$ cat src/axi_rd_pkg.sv
package axi_rd_pkg;

	// ----------------------------------------
	// AXI4 read channel types
	// ----------------------------------------

	// Byte address on ARADDR
	typedef logic [31:0] axi_addr_t;

	// One RDATA beat
	typedef logic [31:0] axi_data_t;

	// ----------------------------------------
	// Fixed burst shape
	// ----------------------------------------

	// INCR bursts of 4-byte beats, ARLEN is BURST_LEN - 1
	localparam int BURST_LEN = 16;

	// Address step from one burst to the next
	localparam int BURST_BYTES = BURST_LEN * 4;

	// ----------------------------------------
	// Line FIFO
	// ----------------------------------------

	// Capacity in words, two bursts deep
	localparam int FIFO_DEPTH = 32;

	// Fill level, wide enough to hold FIFO_DEPTH itself
	typedef logic [5:0] fifo_count_t;

endpackage

$ cat src/frame_geom_pkg.sv
package frame_geom_pkg;

	// ----------------------------------------
	// Image geometry
	// ----------------------------------------

	// Image width in pixels
	// Must be a whole number of data words
	typedef logic [11:0] img_width_t;

	// Image height in lines
	typedef logic [11:0] img_height_t;

	// ----------------------------------------
	// Pixel packing
	// ----------------------------------------

	// Pixels packed into one 32-bit data word, one byte each
	// The column counter steps by this amount per beat
	localparam int PIXELS_PER_WORD = 4;

	// Width of 64 pixels gives 16 words per line, i.e. one burst per line
	// Total frame size must be a whole number of bursts

endpackage
$ cat src/fifo_wr_if.sv
`timescale 1ns/1ps

// Write side between the burst reader and the line FIFO
interface fifo_wr_if;
	axi_rd_pkg::axi_data_t dout;
	logic sof;
	logic eol;
	logic wr_en;
	logic full;
	axi_rd_pkg::fifo_count_t wr_data_count;

	// Burst reader pushes words and watches the fill level
	modport writer (
		output dout, sof, eol, wr_en,
		input full, wr_data_count
	);

	// FIFO takes words and reports its state back
	modport reader (
		input dout, sof, eol, wr_en,
		output full, wr_data_count
	);

endinterface

$ cat src/frame_reader_top.sv
`timescale 1ns/1ps

module frame_reader_top (
	input logic M_AXI_ACLK,
	input logic M_AXI_ARESETN,

	// Frame controls
	input logic soft_resetn,
	output logic resetting,
	input frame_geom_pkg::img_width_t img_width,
	input frame_geom_pkg::img_height_t img_height,
	input logic fsync,
	input axi_rd_pkg::axi_addr_t base_addr,
	output logic frame_pulse,

	// AXI4 read address channel
	output axi_rd_pkg::axi_addr_t M_AXI_ARADDR,
	output logic M_AXI_ARVALID,
	input logic M_AXI_ARREADY,

	// AXI4 read data channel
	input axi_rd_pkg::axi_data_t M_AXI_RDATA,
	input logic [1:0] M_AXI_RRESP,
	input logic M_AXI_RLAST,
	input logic M_AXI_RVALID,
	output logic M_AXI_RREADY,

	// FIFO read side
	input logic rd_en,
	output axi_rd_pkg::axi_data_t dout,
	output logic sof,
	output logic eol,
	output logic empty
);

	fifo_wr_if fifo_wr ();

	frame_burst_reader u_reader (
		.M_AXI_ACLK (M_AXI_ACLK),
		.M_AXI_ARESETN (M_AXI_ARESETN),
		.soft_resetn (soft_resetn),
		.resetting (resetting),
		.img_width (img_width),
		.img_height (img_height),
		.fsync (fsync),
		.base_addr (base_addr),
		.frame_pulse (frame_pulse),
		.M_AXI_ARADDR (M_AXI_ARADDR),
		.M_AXI_ARVALID (M_AXI_ARVALID),
		.M_AXI_ARREADY (M_AXI_ARREADY),
		.M_AXI_RDATA (M_AXI_RDATA),
		.M_AXI_RRESP (M_AXI_RRESP),
		.M_AXI_RLAST (M_AXI_RLAST),
		.M_AXI_RVALID (M_AXI_RVALID),
		.M_AXI_RREADY (M_AXI_RREADY),
		.wr (fifo_wr.writer)
	);

	line_fifo u_fifo (
		.M_AXI_ACLK (M_AXI_ACLK),
		.M_AXI_ARESETN (M_AXI_ARESETN),
		.wr (fifo_wr.reader),
		.rd_en (rd_en),
		.dout (dout),
		.sof (sof),
		.eol (eol),
		.empty (empty)
	);

endmodule

$ cat src/line_fifo.sv
`timescale 1ns/1ps

module line_fifo (
	input logic M_AXI_ACLK,
	input logic M_AXI_ARESETN,

	fifo_wr_if.reader wr,

	// Consumer side, first word fall through
	input logic rd_en,
	output axi_rd_pkg::axi_data_t dout,
	output logic sof,
	output logic eol,
	output logic empty
);

	axi_rd_pkg::axi_data_t mem_data [axi_rd_pkg::FIFO_DEPTH];
	logic mem_sof [axi_rd_pkg::FIFO_DEPTH];
	logic mem_eol [axi_rd_pkg::FIFO_DEPTH];

	// Depth is a power of two so pointers wrap on their own
	logic [$clog2(axi_rd_pkg::FIFO_DEPTH)-1:0] wr_ptr;
	logic [$clog2(axi_rd_pkg::FIFO_DEPTH)-1:0] rd_ptr;
	axi_rd_pkg::fifo_count_t count;

	logic do_wr;
	logic do_rd;

	assign do_wr = wr.wr_en && !wr.full;
	// Pop on empty is ignored
	assign do_rd = rd_en && !empty;

	// ----------------------------------------
	// Storage
	// ----------------------------------------

	always_ff @(posedge M_AXI_ACLK) begin
		if (!M_AXI_ARESETN) begin
			for (int i = 0; i < axi_rd_pkg::FIFO_DEPTH; i++) begin
				mem_data[i] <= '0;
				mem_sof[i] <= 1'b0;
				mem_eol[i] <= 1'b0;
			end
		end else if (do_wr) begin
			mem_data[wr_ptr] <= wr.dout;
			mem_sof[wr_ptr] <= wr.sof;
			mem_eol[wr_ptr] <= wr.eol;
		end
	end

	// ----------------------------------------
	// Pointers and fill level
	// ----------------------------------------

	always_ff @(posedge M_AXI_ACLK) begin
		if (!M_AXI_ARESETN) begin
			wr_ptr <= '0;
			rd_ptr <= '0;
			count <= '0;
		end else begin
			if (do_wr)
				wr_ptr <= wr_ptr + 1'b1;
			if (do_rd)
				rd_ptr <= rd_ptr + 1'b1;
			unique case ({do_wr, do_rd})
				2'b10: count <= count + 1'b1;
				2'b01: count <= count - 1'b1;
				default: count <= count;
			endcase
		end
	end

	assign wr.wr_data_count = count;
	assign wr.full = (count == axi_rd_pkg::fifo_count_t'(axi_rd_pkg::FIFO_DEPTH));
	assign empty = (count == '0);

	// Head word is visible as soon as it is written
	assign dout = mem_data[rd_ptr];
	assign sof = mem_sof[rd_ptr];
	assign eol = mem_eol[rd_ptr];

	// The reader's space check keeps a whole burst below capacity
	no_write_when_full_a: assert property (@(posedge M_AXI_ACLK) disable iff (!M_AXI_ARESETN)
		wr.wr_en |-> !wr.full);

endmodule

$ cat src/frame_burst_reader.sv
`timescale 1ns/1ps

module frame_burst_reader (
	input logic M_AXI_ACLK,
	input logic M_AXI_ARESETN,

	// Frame controls
	input logic soft_resetn,
	output logic resetting,
	input frame_geom_pkg::img_width_t img_width,
	input frame_geom_pkg::img_height_t img_height,
	input logic fsync,
	input axi_rd_pkg::axi_addr_t base_addr,
	output logic frame_pulse,

	// Read address channel
	output axi_rd_pkg::axi_addr_t M_AXI_ARADDR,
	output logic M_AXI_ARVALID,
	input logic M_AXI_ARREADY,

	// Read data channel
	input axi_rd_pkg::axi_data_t M_AXI_RDATA,
	input logic [1:0] M_AXI_RRESP,
	input logic M_AXI_RLAST,
	input logic M_AXI_RVALID,
	output logic M_AXI_RREADY,

	fifo_wr_if.writer wr
);

	typedef enum logic [1:0] {
		st_idle,
		st_addr,
		st_data
	} rd_state_t;

	rd_state_t state;

	logic fsync_q;
	logic fsync_fall;
	logic soft_resetn_q;
	logic soft_fall;
	logic start_burst;
	logic start_ok;
	logic space_ok;
	logic final_data;
	logic rnext;
	logic sof_q;
	axi_rd_pkg::axi_addr_t araddr;
	frame_geom_pkg::img_width_t col_cnt;
	frame_geom_pkg::img_height_t row_cnt;
	frame_geom_pkg::img_width_t col_reload;

	// ----------------------------------------
	// Edge detection
	// ----------------------------------------

	always_ff @(posedge M_AXI_ACLK) begin
		if (!M_AXI_ARESETN) begin
			fsync_q <= 1'b0;
			fsync_fall <= 1'b0;
			soft_resetn_q <= 1'b0;
		end else begin
			fsync_q <= fsync;
			fsync_fall <= fsync_q & ~fsync;
			soft_resetn_q <= soft_resetn;
		end
	end

	assign soft_fall = soft_resetn_q & ~soft_resetn;

	// Soft reset holds until the burst in flight has drained
	always_ff @(posedge M_AXI_ACLK) begin
		if (!M_AXI_ARESETN)
			resetting <= 1'b1;
		else if (soft_fall)
			resetting <= 1'b1;
		else if (state == st_idle && !start_burst)
			resetting <= 1'b0;
		else if (rnext && M_AXI_RLAST)
			resetting <= 1'b0;
	end

	// ----------------------------------------
	// Burst control
	// ----------------------------------------

	assign rnext = M_AXI_RVALID && M_AXI_RREADY;
	assign final_data = (col_cnt == '0) && (row_cnt == '0);

	// A whole burst must fit before it is issued
	assign space_ok = wr.wr_data_count < axi_rd_pkg::fifo_count_t'(axi_rd_pkg::BURST_LEN);

	assign start_ok = (state == st_idle) && !start_burst && soft_resetn_q && !resetting
		&& space_ok;

	// New frame accepted this cycle
	assign frame_pulse = start_ok && final_data && fsync_fall;

	always_ff @(posedge M_AXI_ACLK) begin
		if (!M_AXI_ARESETN)
			start_burst <= 1'b0;
		else
			start_burst <= start_ok && (!final_data || fsync_fall);
	end

	always_ff @(posedge M_AXI_ACLK) begin
		if (!M_AXI_ARESETN) begin
			state <= st_idle;
		end else begin
			unique case (state)
				st_idle: if (start_burst) state <= st_addr;
				st_addr: if (M_AXI_ARREADY) state <= st_data;
				st_data: if (rnext && M_AXI_RLAST) state <= st_idle;
				default: state <= st_idle;
			endcase
		end
	end

	// Frame start rewinds to base_addr, otherwise step one burst
	always_ff @(posedge M_AXI_ACLK) begin
		if (!M_AXI_ARESETN)
			araddr <= '0;
		else if (start_burst)
			araddr <= final_data ? base_addr
				: araddr + axi_rd_pkg::axi_addr_t'(axi_rd_pkg::BURST_BYTES);
	end

	assign M_AXI_ARADDR = araddr;
	assign M_AXI_ARVALID = (state == st_addr);
	assign M_AXI_RREADY = (state == st_data);

	// ----------------------------------------
	// Frame position and flags
	// ----------------------------------------

	assign col_reload = img_width
		- frame_geom_pkg::img_width_t'(frame_geom_pkg::PIXELS_PER_WORD);

	// Counters hold the position of the next word to arrive
	always_ff @(posedge M_AXI_ACLK) begin
		if (!M_AXI_ARESETN || resetting) begin
			col_cnt <= '0;
			row_cnt <= '0;
		end else if (start_burst && final_data) begin
			col_cnt <= col_reload;
			row_cnt <= img_height - 1'b1;
		end else if (rnext) begin
			if (col_cnt != '0) begin
				col_cnt <= col_cnt
					- frame_geom_pkg::img_width_t'(frame_geom_pkg::PIXELS_PER_WORD);
			end else if (row_cnt != '0) begin
				col_cnt <= col_reload;
				row_cnt <= row_cnt - 1'b1;
			end
		end
	end

	always_ff @(posedge M_AXI_ACLK) begin
		if (!M_AXI_ARESETN || resetting)
			sof_q <= 1'b0;
		else if (start_burst && final_data)
			sof_q <= 1'b1;
		else if (rnext)
			sof_q <= 1'b0;
	end

	assign wr.dout = M_AXI_RDATA;
	assign wr.sof = sof_q;
	// Last word of a line has no columns left
	assign wr.eol = (col_cnt == '0);
	assign wr.wr_en = rnext && !resetting;

	// ----------------------------------------
	// Protocol checks
	// ----------------------------------------

	araddr_stable_a: assert property (@(posedge M_AXI_ACLK) disable iff (!M_AXI_ARESETN)
		(M_AXI_ARVALID && !M_AXI_ARREADY) |=> (M_AXI_ARVALID && $stable(M_AXI_ARADDR)));

	// Data only for a burst whose address was accepted
	rvalid_issued_a: assert property (@(posedge M_AXI_ACLK) disable iff (!M_AXI_ARESETN)
		M_AXI_RVALID |-> (state == st_data));

	rresp_okay_a: assert property (@(posedge M_AXI_ACLK) disable iff (!M_AXI_ARESETN)
		rnext |-> !M_AXI_RRESP[1]);

endmodule

$ cat config.mk
export PLATFORM = sky130hd
export DESIGN_NAME = frame_reader_top
export DESIGN_NICKNAME = d
export VERILOG_FILES = /design/src/axi_rd_pkg.sv /design/src/frame_geom_pkg.sv /design/src/fifo_wr_if.sv /design/src/frame_reader_top.sv /design/src/line_fifo.sv /design/src/frame_burst_reader.sv
export SDC_FILE = /design/constraint.sdc
export NUM_CORES = 2
export LEC_CHECK = 0
export BUFFER_PORTS_ARGS = -buffer_cell sky130_fd_sc_hd__buf_4
export CAP_MARGIN = 20
export CORE_ASPECT_RATIO = 1.5
export CORE_MARGIN = 5
export CORE_UTILIZATION = 60
export CTS_CLUSTER_DIAMETER = 200
export DETAILED_ROUTE_END_ITERATION = 7
export PLACE_DENSITY_LB_ADDON = 0.25
export SYNTH_ARGS = -nofsm -noshare
export SYNTH_HDL_FRONTEND = slang
export SYNTH_SLANG_ARGS = --single-unit
$ cat constraint.sdc
create_clock -name M_AXI_ACLK -period 5.75 [get_ports M_AXI_ACLK]
set_input_delay 0.8625 -clock M_AXI_ACLK [delete_from_list [all_inputs] [get_ports M_AXI_ACLK]]
set_output_delay 0.8625 -clock M_AXI_ACLK [all_outputs]
set_load 0.1 [all_outputs]
Word-level counts from Yosys, hierarchy flattened. Memory sizes are Yosys's and may differ from the RTL's. A register that Yosys moved wholly into a read port is not among the register bits. Index checks and enable logic that the tools add are counted.

Multiply operators: 0. Add/sub/neg operators: 9. Div/mod/pow operators: 0. Magnitude comparators: 1. Shift-type cells: 0. Reduce and logical (&&, ||, !) cells: 40. Equal/unequal tests: 9. Bitwise logic cells: 5. Multiplexer cells: 37.

Operators by type and width (number): $mux W12 (8); $mux W32 (2); $mux W5 (9); $add A32 B7 Y32 const B (1); $reduce_or A32 Y1 (1); $logic_not A12 Y1 (2); $reduce_bool A12 Y1 (2); $sub A12 B1 Y12 const B (2); $sub A12 B3 Y12 const B (2); $logic_and A1 B1 Y1 (14); $mux W1 (13); $pmux W6 S2 (1); $add A5 B1 Y5 const B (2); $reduce_bool A2 Y1 (4); $add A6 B1 Y6 const B (1); $eq A6 B6 Y1 const B (1); $logic_not A1 Y1 (6); $logic_not A6 Y1 (1); $lt A6 B5 Y1 const B (1); $mux W2 (3); $ne A2 B1 Y1 const B (3); $pmux W2 S3 (1); $reduce_and A3 Y1 (2); $sub A6 B1 Y6 const B (1); other kinds (11) (18).

Output and inout port bits: 71. ROM bits: 0. Bits of input ports: 98. Latch bits: 0. Memory bits (writable): 1088. Flip-flop bits (word level): 80. Memories kept: 3.

Memories: u_fifo.mem_data (depth 32, bits a word 32, rd ports 1, clocked after Yosys merged registers in 1, wr ports 32, RTL line line_fifo.sv:17) `axi_rd_pkg::axi_data_t mem_data [axi_rd_pkg::FIFO_DEPTH];`; u_fifo.mem_eol (depth 32, bits a word 1, rd ports 1, clocked after Yosys merged registers in 1, wr ports 32, RTL line line_fifo.sv:19) `logic mem_eol [axi_rd_pkg::FIFO_DEPTH];`; u_fifo.mem_sof (depth 32, bits a word 1, rd ports 1, clocked after Yosys merged registers in 1, wr ports 32, RTL line line_fifo.sv:18) `logic mem_sof [axi_rd_pkg::FIFO_DEPTH];`.

Longest topological paths before layout.
Word-level depth: 9. Gate-level depth with buffers: 16.

Modules after synthesis. A second synthesis with hierarchy kept.

Cells, all modules: 4197. Area, all modules: 55077.8 µm².

Modules (own cells, without submodules): line_fifo (cells each 3635, times used 1, area each 50871.3 µm²); frame_burst_reader (cells each 562, times used 1, area each 4206.5 µm²).

Least setup slack after synthesis. OpenSTA, ideal clock, no wires.

Path type: reg2reg. Start point: register u_fifo.count[3] (netlist: u_fifo.wr.wr_data_count[3]). End point: register u_fifo.count[5] (netlist: u_fifo.wr.wr_data_count[5]). Required time: 5.622 ns. Arrival time: 4.852 ns. Period minus slack after synthesis: 4.979 ns. Setup slack: 0.771 ns. Path buffers: 1. Cell stages (with the launch flop): 13. Cell sequence: dfxtp_1 or4_1 nor3_1 nor2b_1 clkbuf_1 ha_1 ha_1 a21o_1 a21o_1 a2111oi_0 a311oi_1 xnor2_1 nor2_1.

Cells in the longest elaborated chain, start to end: 5. Elaborated cells between the ends (all ways): 12. Those cells by class: add/sub: 2; eq/ne: 3; mux: 1; reduce/logical: 6.

RTL lines: start, declared (RTL line line_fifo.sv:24) `axi_rd_pkg::fifo_count_t count;`; start signal, assigned (RTL line line_fifo.sv:66) `2'b10: count <= count + 1'b1;`; start signal, assigned (RTL line line_fifo.sv:67) `2'b01: count <= count - 1'b1;`; start signal, assigned (RTL line line_fifo.sv:68) `default: count <= count;`; $logic_not A6 Y1 (*) (RTL line line_fifo.sv:75) `assign empty = (count == '0);`; via empty (RTL line frame_reader_top.sv:33) `output logic empty`; $logic_not A1 Y1 (*) (RTL line line_fifo.sv:31) `assign do_rd = rd_en && !empty;`; $logic_and A1 B1 Y1 (*) (RTL line line_fifo.sv:31); $eq A2 B1 Y1 or $eq A2 B2 Y1 (tied branches) (RTL line line_fifo.sv:65) `unique case ({do_wr, do_rd})`; $pmux W6 S2 or $reduce_bool A2 Y1 (tied branches).

The timed path passes the listed nets; every way through them passes the cells marked *. A chain may end at the register's enable or synchronous reset.

==> reports/results.md <==
| Group | Item | This run |
| --- | --- | --- |
| worst setup path | Worst Path Buf+Inv | 2 |
| yosys | Cell count after synthesis | 3721 |
| power | P_int | 0.0135 W |
| run | Max-capacitance violation count | 0 |
| worst setup path | Critical path data required time | 4.89 ns |
| timing | Finish-stage setup viols | 0 |
| place | GP Congestion | 0.882 |
| timing | Portion of the clock cycle consumed by the worst path in the final layout | 0.813 |
| yosys | Number of synthesized register bits | 1173 |
| clocking | CTS sink count | 1173 |
| yosys | Cell type with the highest aggregate area in the netlist | edfxtp_1 |
| yosys | Sequential area share after synthesis | 0.626 |
| clocking | Clk buf depth | 3 |
| timing | Final critical delay including setup and external delays | 4.67 ns |
| yosys | Share of flip-flops with an asynchronous set or reset after synthesis | 0 |
| worst setup path | Critical path type | flip-flop to primary output |
| global routing | Gr ovfl total | 0 |
| worst setup path | Sort of element at the start of the critical path | flip-flop |
| route | Detailed Routing Iterations Pass 1 | 5 |
| global routing | Pin count of the biggest net entering global routing | 106 |
| timing | Final worst-path setup slack | 1.08 ns |
| clocking | Total setup buffers inserted after CTS | 0 |
| global routing | Antenna violations before repair | 4 |
| yosys | Post-Synthesis Cell Area | 0.0538 mm^2 |
| timing | Transition at the pin with the smallest max-transition slack | 1.17 ns |
| timing | Max-slew violation total from the final report | 0 |
| route | Routed WL | 141 mm |
| route | Post-DR wirelength/cell | 28.2 um |
| power | Pwr per Cell Area | 288 mW/mm^2 |
| power | Fraction of power consumed by sequential logic | 0.560 |
| yosys | Net count of the mapped netlist | 3835 |
| floorplanning | Die footprint | 0.0960 mm^2 |
| timing | Post-route setup TNS | 0 ns |
| worst setup path | Ordered list of cells on the worst path | buf_4, mux4_2, mux4_2, mux2_2, buf_4 |
| yosys | Top-area cell type share of the netlist area | 0.571 |
| floorplanning | Number of placed I/O pins | 169 |
| route | Initial DRC Count | 3257 |
| place | Placement-stage worst setup slack | 1.53 ns |
| worst setup path | Critical path fanouts, max | 37 |
| timing | FMAX | 0.214 GHz |
| cells and area | Share of layout cells above drive strength 1 | 0.227 |
| power | Clock power frac | 0.395 |
| yosys | Number of synthesized flops with an enable pin | 1024 |
| timing | Final Hold Slack | 0.305 ns |
| worst setup path | Largest delay share family, worst path | multiplexers |
| yosys | Count of cell types in the netlist | 67 |
| global routing | Number of global-route vias before repair | 32800 |
| route | Number of vias per cell after detailed routing | 6.37 |
| worst setup path | Cell with the biggest individual delay on the critical path | dfxtp_4 |
| global routing | Wire length of the first global-routing pass | 208 mm |
| power | Portion of total power attributed to combinational logic | 0.046 |
| run status | Status | finished, final reports clean |
| hold path | Type of the tightest min-delay check | input port to flip-flop |
| clocking | CTS tree | done |
| clocking | Count of cells resized by post-cts repair | 0 |
| floorplanning | Initial standard-cell utilization of the core | 0.605 |
| cells and area | Area added between synthesis and finish | 11.4% |
| worst setup path | Arrival time reported for the critical path endpoint | 3.81 ns |
| floorplanning | Core Box Area | 0.0890 mm^2 |
| global routing | GR Util All Layers | 0.296 |
| clocking | Clock network latency to the later pin of the worst-skew pair | 0.71 ns |
| route | Antenna Violating Nets Remaining | 0 |
| clocking | Num CTS Buffers | 104 |
| floorplanning | Die boundary height | 377 um |
| timing | Worst slew margin relative to its limit | 0.217 |
| power | Worst IR Drop VDD | 0.253 mV |
| yosys | Main flop type after synthesis | edfxtp_1 |
| worst setup path | Capturing element type of the critical path | primary output |
| timing | Setup skew after layout | 0.0258 ns |
| power | Switching Fraction | 0.216 |
| route | Via Count | 31900 |
| floorplanning | Std cell rows | 134 |
| cells and area | Commonest non-fill, non-tap cell in the layout | and2_1 |
| yosys | Largest cells by area after synthesis | edfxtp_1, mux4_2, and2_1, dfxtp_1, clkbuf_1 |
| timing | Final hold vios | 0 |
| clocking | Cell at the root of the clock tree | clkbuf_16 |
| power | Pleak | 20.5 nW |
| floorplanning | Floorplan die width | 255 um |
| yosys | Syn. warnings | 0 |
| clocking | CTS Hold Buffers Added | 0 |
| cells and area | Final net count | 3868 |
| cells and area | Commonest non-fill, non-tap cells in the layout | and2_1, edfxtp_1, mux4_2, buf_4, nand2_1 |
| clocking | CTS clock-pin slew for the worst setup and hold paths | 0.07 ns |
| clocking | H-tree depth reported by CTS | 3 |
| timing | RSZ-0062 raised after global routing | no |
| yosys | Syn Area/Cell | 14.5 um^2 |
| place | Port buffer count | 166 |
| cells and area | Filler cell count | 6029 |
| worst setup path | Largest stage delay, worst path | 0.93 ns |
| route | Number of design rule violations left after detail routing | 0 |
| power | Psw | 0.00372 W |
| place | Detailed placement HPWL | 84.2 mm |
-- through the flow --
stage,cells,area (um^2),total power [W],util
3_3_place_gp,4798,56600,0.0106,0.636
6_report,4999,60000,0.0173,0.674
5_1_grt,4998,60000,0.0177,0.674
4_1_cts,4995,59900,0.0173,0.673
2_1_floorplan,3721,53800,0.0103,-
3_5_place_dp,4802,56700,0.0106,0.637
-- registers in the layout, indices dropped and copies added (netlist names), 2 cells and up, named ones only --
name,flops
u_fifo.mem_data,1024
u_fifo.mem_eol,32
u_fifo.mem_sof,32
u_fifo.rd_ptr,5
u_fifo.wr.wr_data_count,6
u_fifo.wr_ptr,5
u_reader.M_AXI_ARADDR,32
u_reader.col_cnt,12
u_reader.row_cnt,12
u_reader.state,2
-- cells in the mapped netlist (3+ instances only) --
library cell  number
mux2i_1            5
o311a_1            3
nor2b_1            6
clkbuf_1         298
a32o_1             3
nand2_1          203
nand4_1           14
a31oi_1            7
or3_1             12
xnor2_1           14
or4_1              9
mux4_2           340
nand2b_1           4
buf_1             15
nor2_1           100
o41ai_1            3
buf_2             21
a21oi_1           56
a21o_1             6
o31ai_1            3
nor4b_1            5
a211oi_1          10
o211ai_1           3
and2_1          1030
dfxtp_1          149
o32ai_1            3
and3_1            12
nor3b_1            4
nor4_1            11
o21ai_0          128
nand3b_1           4
o21a_1             4
xor2_1            11
mux2_2            36
edfxtp_1        1024
a22oi_1            5
a311oi_1           3
ha_1              15
or2_2             12
nor3_1            25
inv_1             20
nand3_1           53
-- power groups by stage --
| stage | sequential (W) | combinational (W) | clock (W) |
|---|---|---|---|
| 3_3_place_gp | 0.00981 | 0.000775 | 0 |
| 2_1_floorplan | 0.00982 | 0.000441 | 0 |
| 3_5_place_dp | 0.00984 | 0.000783 | 0 |
| 4_1_cts | 0.00966 | 0.000784 | 0.00687 |
| 6_report | 0.00966 | 0.000786 | 0.00681 |
| 5_1_grt | 0.00968 | 0.000818 | 0.00725 |
-- area by class of cell --
type,instances,area (um^2),area share
inverter,21,78.8,0.00131
tap,1156,1450,0.0241
clock inverter,52,443,0.00738
clock buffer,141,2820,0.0470
antenna,2,5.00,0.0000834
sequential,1173,33700,0.563
multi-input combinational,2192,19200,0.320
timing repair buffer,262,2220,0.0370
-- cell families (layout without fill, tap and decap cells) --
logic type	after synthesis	after routing	synth area share
AND/OR/NAND/NOR	1514	1514	0.161
flip-flops	1173	1173	0.626
multiplexers	381	381	0.151
buffers and inverters	356	476	0.0254
AO/OA/AOI/OAI	256	256	0.0282
XOR/XNOR	25	25	0.00407
adder cells (fa/ha/maj)	16	16	0.00386
other	0	2	0
-- per-layer routing --
layer	GRT usage	up-vias	wire length, um
li1	-	13700	-
met1	0.360	16100	47400
met2	0.521	1637	74900
met3	0.0472	403	11600
met4	0.135	6	7060
met5	0	-	33
-- path summary, 6_finish.rpt --
| path | to | startpoint | slack, ns | depth (start not counted) |
|---|---|---|---|---|
| worst min-delay path | u_reader.fsync_fall | fsync | 0.31 | 2 |
| worst max register to register | u_reader.col_cnt[5] | u_reader.col_cnt[2] | 1.92 | 8 |
| worst max-delay path | eol | flip-flop | 1.08 | 5 |
| worst min register to register | u_reader.fsync_fall | u_reader.fsync_q | 0.42 | 2 |
Power figures use the tool's default switching activity.
